## src/rtl/isaPkg.sv

```systemverilog
`default_nettype none

package isaPkg;

  // Field widths of the instruction word
  localparam int OpW   = 6;
  localparam int RegW  = 5;
  localparam int AltW  = 11;
  localparam int ImmW  = 16;  // Low bits of the word double as immediate
  localparam int DataW = 32;

  typedef logic [RegW-1:0] regIdxT;

  typedef struct packed {
    logic [OpW-1:0]  opcode;
    regIdxT          rd;
    regIdxT          ra;
    regIdxT          rb;
    logic [AltW-1:0] alt;
  } instrT;

  // Immediate forms set bit 3 of these register opcodes
  localparam logic [OpW-1:0] opAdd  = 6'o00;
  localparam logic [OpW-1:0] opSub  = 6'o01;
  localparam logic [OpW-1:0] opOr   = 6'o40;
  localparam logic [OpW-1:0] opAnd  = 6'o41;
  localparam logic [OpW-1:0] opXor  = 6'o42;
  localparam logic [OpW-1:0] opSrl  = 6'o44;
  localparam logic [OpW-1:0] opBrl  = 6'o46;
  localparam logic [OpW-1:0] immBit = 6'o10;

  localparam regIdxT linkReg = 5'd14;  // Interrupt return address

endpackage

`default_nettype wire
```

## src/rtl/ctrlPkg.sv

```systemverilog
`default_nettype none

package ctrlPkg;

  // Operand source for the execute stage
  typedef enum logic [1:0] {
    selReg = 2'd0,
    selFwd = 2'd1,  // Result register of the previous instruction
    selPc  = 2'd2,
    selImm = 2'd3
  } srcSelT;

  typedef enum logic [2:0] {
    aluAdd  = 3'd0,
    aluSub  = 3'd1,
    aluAnd  = 3'd2,
    aluOr   = 3'd3,
    aluXor  = 3'd4,
    aluSrl  = 3'd5,
    aluPass = 3'd6   // Operand A straight through
  } aluOpT;

  // Issue stage payload
  typedef struct packed {
    logic                     valid;
    srcSelT                   srcA;
    srcSelT                   srcB;
    aluOpT                    aluOp;
    isaPkg::regIdxT           rd;
    logic                     we;
    logic                     link;
    logic [isaPkg::DataW-1:0] opA;
    logic [isaPkg::DataW-1:0] opB;
    logic [isaPkg::DataW-1:0] imm;
    logic [isaPkg::DataW-1:0] pc;
  } issueT;

  // Writeback payload with valid set only for register writes
  typedef struct packed {
    logic                     valid;
    isaPkg::regIdxT           rd;
    logic [isaPkg::DataW-1:0] data;
    logic                     link;
  } wbT;

endpackage

`default_nettype wire

```

## src/rtl/coreTop.sv

```systemverilog
`default_nettype none

module coreTop #(
  parameter logic [31:0] IrqVectorReset = 32'h0000_0010
) (
  input  logic          gclk,
  input  logic          arstN,
  input  logic          instrValid,
  input  isaPkg::instrT instrWord,
  input  logic [31:0]   instrPc,
  input  logic          cfgValid,
  input  logic [31:0]   cfgData,
  input  logic          irq,
  output logic          wbValid,
  output logic [4:0]    wbAddr,
  output logic [31:0]   wbData,
  output logic          branchValid,
  output logic [31:0]   branchTarget,
  output logic          irqAck
);

  import ctrlPkg::*;

  logic        irqReq;
  logic [31:0] irqVector;
  logic [4:0]  rdAddrA;
  logic [4:0]  rdAddrB;
  logic [31:0] rdDataA;
  logic [31:0] rdDataB;
  issueT       issue;
  wbT          wb;

  irqCtrl #(.IrqVectorReset(IrqVectorReset)) uIrq (
    .gclk, .arstN, .cfgValid, .cfgData, .irq, .irqAck, .irqReq, .irqVector
  );

  instrDecode uDecode (
    .gclk, .arstN, .instrValid, .instrWord, .instrPc, .irqReq, .irqVector,
    .rdDataA, .rdDataB, .rdAddrA, .rdAddrB, .issue, .irqAck
  );

  regFile uRegs (.gclk, .arstN, .rdAddrA, .rdAddrB, .wb, .rdDataA, .rdDataB);

  aluExec uAlu (.gclk, .arstN, .issue, .wb, .branchValid, .branchTarget);

  // Writeback strobe out to the ports
  assign wbValid = wb.valid;
  assign wbAddr  = wb.rd;
  assign wbData  = wb.data;

endmodule

`default_nettype wire

```

## src/rtl/aluExec.sv

```systemverilog
`default_nettype none

module aluExec (
  input  logic           gclk,
  input  logic           arstN,
  input  ctrlPkg::issueT issue,
  output ctrlPkg::wbT    wb,
  output logic           branchValid,
  output logic [31:0]    branchTarget
);

  import ctrlPkg::*;

  logic [31:0] aVal;
  logic [31:0] bVal;
  logic [31:0] result;

  // Operand A from register, forwarded result or pc
  always_comb begin
    case (issue.srcA)
      selFwd:  aVal = wb.data;
      selPc:   aVal = issue.pc;
      default: aVal = issue.opA;
    endcase
  end

  // Operand B from register, forwarded result or immediate
  always_comb begin
    case (issue.srcB)
      selFwd:  bVal = wb.data;
      selImm:  bVal = issue.imm;
      default: bVal = issue.opB;
    endcase
  end

  always_comb begin
    case (issue.aluOp)
      aluAdd:  result = aVal + bVal;
      aluSub:  result = aVal - bVal;
      aluAnd:  result = aVal & bVal;
      aluOr:   result = aVal | bVal;
      aluXor:  result = aVal ^ bVal;
      aluSrl:  result = aVal >> bVal[4:0];
      default: result = aVal;  // Pass gives the link value for branches
    endcase
  end

  always_ff @(posedge gclk or negedge arstN) begin
    if (!arstN) begin
      wb <= '0;
    end else begin
      wb.valid <= issue.valid && issue.we;
      wb.rd    <= issue.rd;
      wb.data  <= result;
      wb.link  <= issue.valid && issue.link;
    end
  end

  always_ff @(posedge gclk or negedge arstN) begin
    if (!arstN) begin
      branchTarget <= '0;
    end else begin
      branchTarget <= bVal;
    end
  end

  assign branchValid = wb.link;

endmodule

`default_nettype wire

```

## src/rtl/regFile.sv

```systemverilog
`default_nettype none

module regFile (
  input  logic        gclk,
  input  logic        arstN,
  input  logic [4:0]  rdAddrA,
  input  logic [4:0]  rdAddrB,
  input  ctrlPkg::wbT wb,
  output logic [31:0] rdDataA,
  output logic [31:0] rdDataB
);

  logic [31:0] regs [32];
  logic        wrEn;

  assign wrEn = wb.valid && (wb.rd != 5'd0);

  always_ff @(posedge gclk or negedge arstN) begin
    if (!arstN) begin
      for (int i = 0; i < 32; i++) begin
        regs[i] <= '0;
      end
    end else if (wrEn) begin
      regs[wb.rd] <= wb.data;
    end
  end

  // Write-first bypass covers the instruction two ahead
  always_comb begin
    rdDataA = regs[rdAddrA];
    rdDataB = regs[rdAddrB];
    if (wrEn && (wb.rd == rdAddrA)) rdDataA = wb.data;
    if (wrEn && (wb.rd == rdAddrB)) rdDataB = wb.data;
    if (rdAddrA == 5'd0) rdDataA = '0;  // r0 always zero
    if (rdAddrB == 5'd0) rdDataB = '0;
  end

endmodule

`default_nettype wire

```

## src/rtl/instrDecode.sv

```systemverilog
`default_nettype none

module instrDecode (
  input  logic           gclk,
  input  logic           arstN,
  input  logic           instrValid,
  input  isaPkg::instrT  instrWord,
  input  logic [31:0]    instrPc,
  input  logic           irqReq,
  input  logic [31:0]    irqVector,
  input  logic [31:0]    rdDataA,
  input  logic [31:0]    rdDataB,
  output logic [4:0]     rdAddrA,
  output logic [4:0]     rdAddrB,
  output ctrlPkg::issueT issue,
  output logic           irqAck
);

  import isaPkg::*;
  import ctrlPkg::*;

  logic [OpW-1:0]   baseOp;
  logic             takeIrq;
  logic             useImm;
  logic             isBrl;
  logic             writes;
  aluOpT            aluOp;
  regIdxT           dstReg;
  logic [DataW-1:0] immVal;
  logic             fwdA;
  logic             fwdB;
  issueT            issueNext;

  // No second take while the ack is still in flight
  assign takeIrq = instrValid && irqReq && !irqAck;
  assign baseOp  = instrWord.opcode & ~immBit;

  assign rdAddrA = instrWord.ra;
  assign rdAddrB = instrWord.rb;

  always_comb begin
    aluOp  = aluPass;
    isBrl  = 1'b0;
    writes = 1'b1;
    useImm = instrWord.opcode[3];
    dstReg = instrWord.rd;
    immVal = {{(DataW-ImmW){instrWord[ImmW-1]}}, instrWord[ImmW-1:0]};
    case (baseOp)
      opAdd: aluOp = aluAdd;
      opSub: aluOp = aluSub;
      opAnd: aluOp = aluAnd;
      opOr:  aluOp = aluOr;
      opXor: aluOp = aluXor;
      opSrl: aluOp = aluSrl;
      opBrl: isBrl = 1'b1;   // Link value is the pc
      default: writes = 1'b0; // Unknown opcode does nothing
    endcase
    if (takeIrq) begin
      aluOp  = aluPass;
      isBrl  = 1'b1;
      writes = 1'b1;
      useImm = 1'b1;
      dstReg = linkReg;
      immVal = irqVector;
    end
  end

  // Hazard against the instruction one ahead
  assign fwdA = issue.valid && issue.we && (issue.rd == instrWord.ra);
  assign fwdB = issue.valid && issue.we && (issue.rd == instrWord.rb);

  always_comb begin
    issueNext.valid = instrValid;
    issueNext.srcA  = isBrl ? selPc : (fwdA ? selFwd : selReg);
    issueNext.srcB  = useImm ? selImm : (fwdB ? selFwd : selReg);
    issueNext.aluOp = aluOp;
    issueNext.rd    = dstReg;
    issueNext.we    = instrValid && writes && (dstReg != '0);  // r0 writes dropped
    issueNext.link  = instrValid && isBrl;
    issueNext.opA   = rdDataA;
    issueNext.opB   = rdDataB;
    issueNext.imm   = immVal;
    issueNext.pc    = instrPc;
  end

  always_ff @(posedge gclk or negedge arstN) begin
    if (!arstN) begin
      issue  <= '0;
      irqAck <= 1'b0;
    end else begin
      issue  <= issueNext;
      irqAck <= takeIrq;
    end
  end

  noWriteR0: assert property (@(posedge gclk) disable iff (!arstN)
    issue.we |-> (issue.rd != '0));

  // Forwarding needs a writer ahead of it
  fwdNeedsWriter: assert property (@(posedge gclk) disable iff (!arstN)
    (issue.valid && issue.srcA == selFwd) |-> $past(issue.valid && issue.we));

endmodule

`default_nettype wire

```

## src/rtl/irqCtrl.sv

```systemverilog
`default_nettype none

module irqCtrl #(
  parameter logic [31:0] IrqVectorReset = 32'h0000_0010
) (
  input  logic        gclk,
  input  logic        arstN,
  input  logic        cfgValid,
  input  logic [31:0] cfgData,
  input  logic        irq,
  input  logic        irqAck,
  output logic        irqReq,
  output logic [31:0] irqVector
);

  logic enable;
  logic pending;
  logic irqPrev;  // For rising edge detect

  always_ff @(posedge gclk or negedge arstN) begin
    if (!arstN) begin
      enable    <= 1'b0;
      pending   <= 1'b0;
      irqPrev   <= 1'b0;
      irqVector <= IrqVectorReset;
    end else begin
      irqPrev <= irq;
      if (irqAck) begin
        enable  <= 1'b0;  // Taken interrupt disarms until rewritten
        pending <= 1'b0;
      end else if (irq && !irqPrev && enable) begin
        pending <= 1'b1;
      end
      // Config write wins over a same-cycle ack
      if (cfgValid) begin
        enable    <= cfgData[0];
        irqVector <= {cfgData[31:1], 1'b0};
        if (!cfgData[0]) pending <= 1'b0;
      end
    end
  end

  assign irqReq = pending && enable;

  // Decoder only acks a request it saw
  ackAfterReq: assert property (@(posedge gclk) disable iff (!arstN)
    irqAck |-> $past(irqReq));

endmodule

`default_nettype wire

```

## config.mk

```make
export PLATFORM = sky130hd
export DESIGN_NAME = coreTop
export DESIGN_NICKNAME = d
export VERILOG_FILES = /design/src/rtl/isaPkg.sv /design/src/rtl/ctrlPkg.sv /design/src/rtl/coreTop.sv /design/src/rtl/aluExec.sv /design/src/rtl/regFile.sv /design/src/rtl/instrDecode.sv /design/src/rtl/irqCtrl.sv
export SDC_FILE = /design/constraint.sdc
export NUM_CORES = 2
export LEC_CHECK = 0
export BUFFER_PORTS_ARGS = -buffer_cell sky130_fd_sc_hd__buf_2
export CORE_MARGIN = 2
export CORE_UTILIZATION = 65
export CTS_BUF_LIST = sky130_fd_sc_hd__clkbuf_4 sky130_fd_sc_hd__clkbuf_8
export CTS_CLUSTER_SIZE = 30
export DETAILED_ROUTE_END_ITERATION = 16
export GPL_TIMING_DRIVEN = 0
export PLACE_DENSITY = 0.82
export RECOVER_POWER = 100
export SYNTH_ARGS = -nofsm -noshare
export SYNTH_HDL_FRONTEND = slang
export SYNTH_SLANG_ARGS = --single-unit
export TNS_END_PERCENT = 1
```

## constraint.sdc

```tcl
create_clock -name gclk -period 5.15 [get_ports gclk]
set_input_delay 0.7725 -clock gclk [delete_from_list [all_inputs] [get_ports gclk]]
set_output_delay 0.7725 -clock gclk [all_outputs]
set_load 0.005 [all_outputs]
```

### Word-level counts from Yosys, hierarchy flattened

Cells that the tools add are included.

* register bits after elaboration: 1273
* logic and storage cells: 146
* output and inout port bits: 72

* multiplexer cells: 35
* $lt $le $gt $ge: 4
* bitwise gates (word level): 6
* reductions and logical operators: 26
* shift-type cells: 1
* add/sub/neg operators: 2
* equal/unequal tests: 19

Operators with widths (count)
* 1024-bit bitwise mux: 1
* 32-bit binary-select mux with 5-bit select: 2
* 32-bit 2-to-1 mux: 10
* 32-bit case mux with 6 select lines: 1
* 32-bit demux with 5-bit select: 1
* 32-bit case mux with 2 select lines: 2
* 32-bit adder: 1
* 32-bit bitwise AND: 1
* 32-bit OR: 1
* 32-bit by 5-bit right shift with 32-bit output: 1
* 32-bit subtractor: 1
* 32-bit bitwise XOR: 1
* 5-bit == test, second input constant: 5
* 5-bit == test: 4
* 6-bit >= comparator, second input constant: 3
* 5-bit inverter with 6-bit output: 3
* 3-bit case mux with 6 select lines: 1
* 1-bit logical AND: 16
* 1-bit 2-to-1 mux: 13
* 5-bit zero test: 2
* 5-bit nonzero test: 2
* 7-bit OR reduction: 1
* 3-bit by 2-bit == test with 1-bit output, second input constant: 2
* 3-bit == test, second input constant: 2
* 12 further kinds: 16

### Logic depth before layout (Yosys ltp)

* depth in word-level cells: 7
* depth in mapped cells: 23

### Hierarchy

A second synthesis with hierarchy kept.

* cell total of the unflattened synthesis: 5422
* area total of the unflattened synthesis: 70822.9 um^2

By module, submodules not included
* regFile: cells an instance 3873, area an instance 55507.0 um^2, times used 1
* aluExec: cells an instance 1208, area an instance 9567.9 um^2, times used 1
* instrDecode: cells an instance 263, area an instance 4319.1 um^2, times used 1
* irqCtrl: cells an instance 78, area an instance 1428.9 um^2, times used 1

### Worst setup path before layout

No wires, ideal clock.

* path type: reg-to-reg
* from: register uDecode.issue[139] (netlist name)
* to: register uAlu.wb[29] (netlist name)
* buffers on the path: 5
* data required time: 5.012 ns
* arrival time: 4.502 ns
* stages on the path, launching flop included: 21
* clock period less this slack: 4.641 ns
* path slack: 0.509 ns
* cell sequence: dfrtp_1 buf_6 buf_6 mux2_2 mux2i_1 buf_4 buf_4 buf_4 ha_1 nand2_1 o21ai_0 xnor2_1 ha_1 a21o_1 a21oi_1 a21oi_1 o41ai_1 o22ai_1 o221ai_1 nor4_1 or4_1

* longest elaborated chain between the ends: 4
* elaborated cells on any way between the ends: 10
* those cells by class: add/sub (2); eq/ne (2); shift (1); mux (2); bitwise (3)

Ends and longest elaborated chain
* 2-bit == test / 2-bit by 1-bit == test with 1-bit output (equally long branches): line aluExec.sv:29 `case (issue.srcB)`
* 32-bit case mux with 2 select lines *: line aluExec.sv:29
* 32-bit subtractor (tied with other cells): line aluExec.sv:39 `aluSub: result = aVal - bVal;`
* 32-bit case mux with 6 select lines *: line aluExec.sv:37 `case (issue.aluOp)`
* via uAlu.result[28]: line aluExec.sv:16 `logic [31:0] result;`

Mark *: on every way through the listed nets, which the timed path passes. The rest lies on a longest branch.
A chain may end at the register's enable or synchronous reset.

### Worst setup path after layout

* from: register uAlu.wb[17] (netlist name)
* to: register uAlu.wb[30] (netlist name)

* longest elaborated chain between the ends: 3
* elaborated cells on any way between the ends: 6
* those cells by class: add/sub (2); shift (1); mux (3)

Ends and longest elaborated chain
* 32-bit case mux with 2 select lines *: line aluExec.sv:29
* via uAlu.bVal[16]: line aluExec.sv:15 `logic [31:0] bVal;`
* 32-bit subtractor / 32-bit adder (equally long branches): line aluExec.sv:39, aluExec.sv:38
* 32-bit case mux with 6 select lines *: line aluExec.sv:37
* via uAlu.result[29]: line aluExec.sv:16

Marked as above.

==> reports/results.ini <==
[critical_path]
cp_top_family = compound AO/OA/AOI/OAI gates
ff2ff_path_depth = 18
cp.arrival_ns = 6.09
path_cells = clkbuf_1 > mux2i_1 > a21oi_2 > nor4_4 > nand2_1 > nor2_2 > a21oi_1 > xnor2_1 > ha_1 > nand2_1 > nor4_4 > o21ai_0 > a31oi_2 > buf_4 > o31a_1 > a31oi_1 > xor2_1 > o21ai_1
path_depth = 18
cpPeakStageDelay_ns = 0.90
critPathBufInv = 2
critical_path_class = reg -> reg
crit_slowest_cell = clkbuf_1
cp_max_fo = 8
crit_path_end_kind = register
critPathLaunchType = register
cp.required_ns = 5.96

[drt]
wirelength_um = 269000
postRouteAntennaNets = 0
viasPerCell = 7.57
num_vias = 53000
drc = 0
avgRoutedWirePerCell_um = 38.4
detail_route.iter0.violations = 8186
drtPass1Iterations = 10

[timing]
setup_ws_ns = -0.129
rsz0062_at_grt = yes
clock.fmax_mhz = 189
drv_slew = 165
tightestPinTransition_ns = 1.64
finalClockSkew_ns = 0.0437
finalCritPeriodShare_pct = 103
setup_viol = 8
final_hold_viol_count = 0
slew_headroom_pct = -9.10
min_period_ns = 5.28

[clock_tree]
clockBufferDepth = 3
cts_tree = built
h-tree-depth = 4
clkTransAtPathRegs_ns = 0.06
cts_made_buffers = 206
cts_root_buf = clkbuf_8
clock_latency_ns = 0.96
cts.sinks = 1273

[finish]
drive_gt1_share_pct = 42.3
post-route-util_pct = 72.9
area_growth_pct = 11.8
finish.instance_area_sq_um = 77900
fin_nets = 5627
final_cells = 7006

[status]
status = finished with violations
violations = max-capacitance violations, max-slew violations, negative setup slack

[floorplan]
fp.dieW_um = 331
coreArea_sq_um = 107000
dieHeight_um = 331
die_area_sq_um = 110000
floorplan.initialDensity_pct = 65.3
ios = 173
fp-row-count = 120

[logic_synthesis]
ys_types = 75
yosysSeqAreaShare_pct = 45.7
synthTopCellsByArea = dfrtp_1, mux4_2, mux2_2
synthTopCellsByCount = dfrtp_1, mux2_2, mux4_2
netlist_instances = 4994
syn_area_per_cell_sq_um = 14.0
synthArstFlopShare_pct = 100
synth-edff-count = 0
synth_top_area_share_pct = 45.7
synth.net_count = 5199
yosysMostFrequentCell = dfrtp_1
yosys.area.top_type = dfrtp_1
synth_area_sq_um = 69700
synth_ff_type = dfrtp_1
yosysWarnings = 0
ys_ff_latch = 1273

[grt]
grt_max_degree = 169
grt_antenna_before_repair = 17
grt_pass1_wl_um = 378000
overflow = 0
grtUsageTotal_pct = 49.2
first_global_vias = 52700

[hold_path]
hold_depth = 3
hold_class = in -> reg

[power]
power_mw = 24.2
p_comb_share_pct = 15.6
switching_share_pct = 29.8
ir_drop_mv = 0.225
power.net_switching_mw = 7.21
clkPwrFrac_pct = 39.6
seq_power_share_pct = 44.8
p_int_mw = 17.0
cellLeakagePower_nw = 36.2
powerDensity_nw_per_um2 = 311

[placement]
place_congestion = 1.06
portBuffers = 162
postPlaceCellArea_sq_um = 72600
place_ws_ns = -1.18
dp.cells = 6572
hpwl_um = 187000

[job]
max_cap_violations = 17

## cell families (layout without fill, tap and decap cells)
| family | count (synthesis) | in the layout | synth area share (%) |
|---|---|---|---|
| buffers and inverters | 594 | 1183 | 3.33 |
| and+or+nand+nor | 540 | 540 | 3.44 |
| AOI/OAI and AO/OA | 548 | 548 | 5.15 |
| muxes | 1865 | 1865 | 39.6 |
| other | 0 | 20 | 0 |
| DFF | 1273 | 1273 | 45.7 |
| adders and majority gates | 104 | 104 | 1.88 |
| xor gates and xnor gates | 70 | 70 | 0.880 |
## power groups by stage
stage	sequential (mW)	combinational (mW)	clock, mW
3_3_place_gp	11.0	3.42	0
2_1_floorplan	10.8	2.06	0
4_1_cts	10.8	3.59	9.49
6_report	10.8	3.78	9.58
3_5_place_dp	11.0	3.52	0
5_1_grt	10.9	3.87	9.93
## cells in the final DEF, fill, tap and decap left out, drive strengths merged, types with 31 or more instances in the layout
cell type	n
a21o	31
a21oi	144
mux4	603
o21ai	89
dfrtp	1272
nand2	216
dlygate4sd3	37
ha	103
mux2i	213
xnor2	56
clkinv	43
mux2	1049
a22oi	36
inv	84
clkbuf	696
nor2	171
buf	312
a211oi	114
## metal layers
metal | track usage, % | wire [um] | vias to the layer above
met4 | 39.7 | 27000 | 27
met5 | 2.56 | 476 | -
met1 | 59.3 | 88600 | 27000
met2 | 66.9 | 110000 | 4784
li1 | - | - | 19800
met3 | 24.0 | 42400 | 1397
## layout make-up
type	instances	area, sq um
Multi-Input combinational cell	3127	35700
Fill cell	6907	28900
Clock buffer	315	3970
Inverter	84	315
Tap cell	1403	1760
Clock inverter	54	475
Antenna cell	20	50.0
Timing Repair Buffer	228	1610
Sequential cell	1273	31900
Buffer	502	2070
## metrics by stage
step	TNS [ns]	hold WS [ns]
after global routing	-0.323	0.0505
after detailed placement	-12.71	0.451
after CTS	0	0.00317
after floorplan	0	0.393
final	-0.478	0.0275
after global placement	-	0.442
## worst paths after layout
check	start	endpoint	slack, ns
max	uAlu.wb[17]$_DFF_PN0_	uAlu.wb[30]$_DFF_PN0_	-0.13
min	instrWord[3]	uDecode.issue[35]$_DFF_PN0_	0.03
min in group asynchronous	arstN	uRegs.regs[1018]$_DFFE_PN0P_	0.44
max reg2reg	uAlu.wb[17]$_DFF_PN0_	uAlu.wb[30]$_DFF_PN0_	-0.13
max in group asynchronous	arstN	uRegs.regs[420]$_DFFE_PN0P_	2.08
min reg2reg	uIrq.irqVector[5]$_DFFE_PN0P_	uDecode.issue[37]$_DFF_PN0_	0.47
## flip-flops by register name (all words and copies together), names as in the netlist
register / flops
uRegs.regs: 1024
uDecode.issue: 143
uAlu.wb: 38
uAlu.branchTarget: 32
uIrq.irqVector: 31
uAlu.branchValid: 1
uDecode.irqAck: 1
uIrq.enable: 1
uIrq.irqPrev: 1
uIrq.pending: 1
## timing repair
item                                    in CTS  in global routing
gates cloned                                 0                  0
gates resized for setup                     65                 31
hold endpoints to repair                   171                  0
pin swaps                                    7                  7
hold buffers                                37                  0
setup buffers                               10                  6
endpoints found under the setup margin      21                 17
## worst register-to-register path: cells and delay by family (launching register included)
family	cells	cell delay, ns
compound gates	7	1.80
xor+xnor	2	0.26
fa+ha+maj	1	0.46
buf+inv	2	1.07
flops	1	0.40
mux	1	0.22
simple gates	5	0.95
Note: power is estimated with default switching activity, not from simulation.
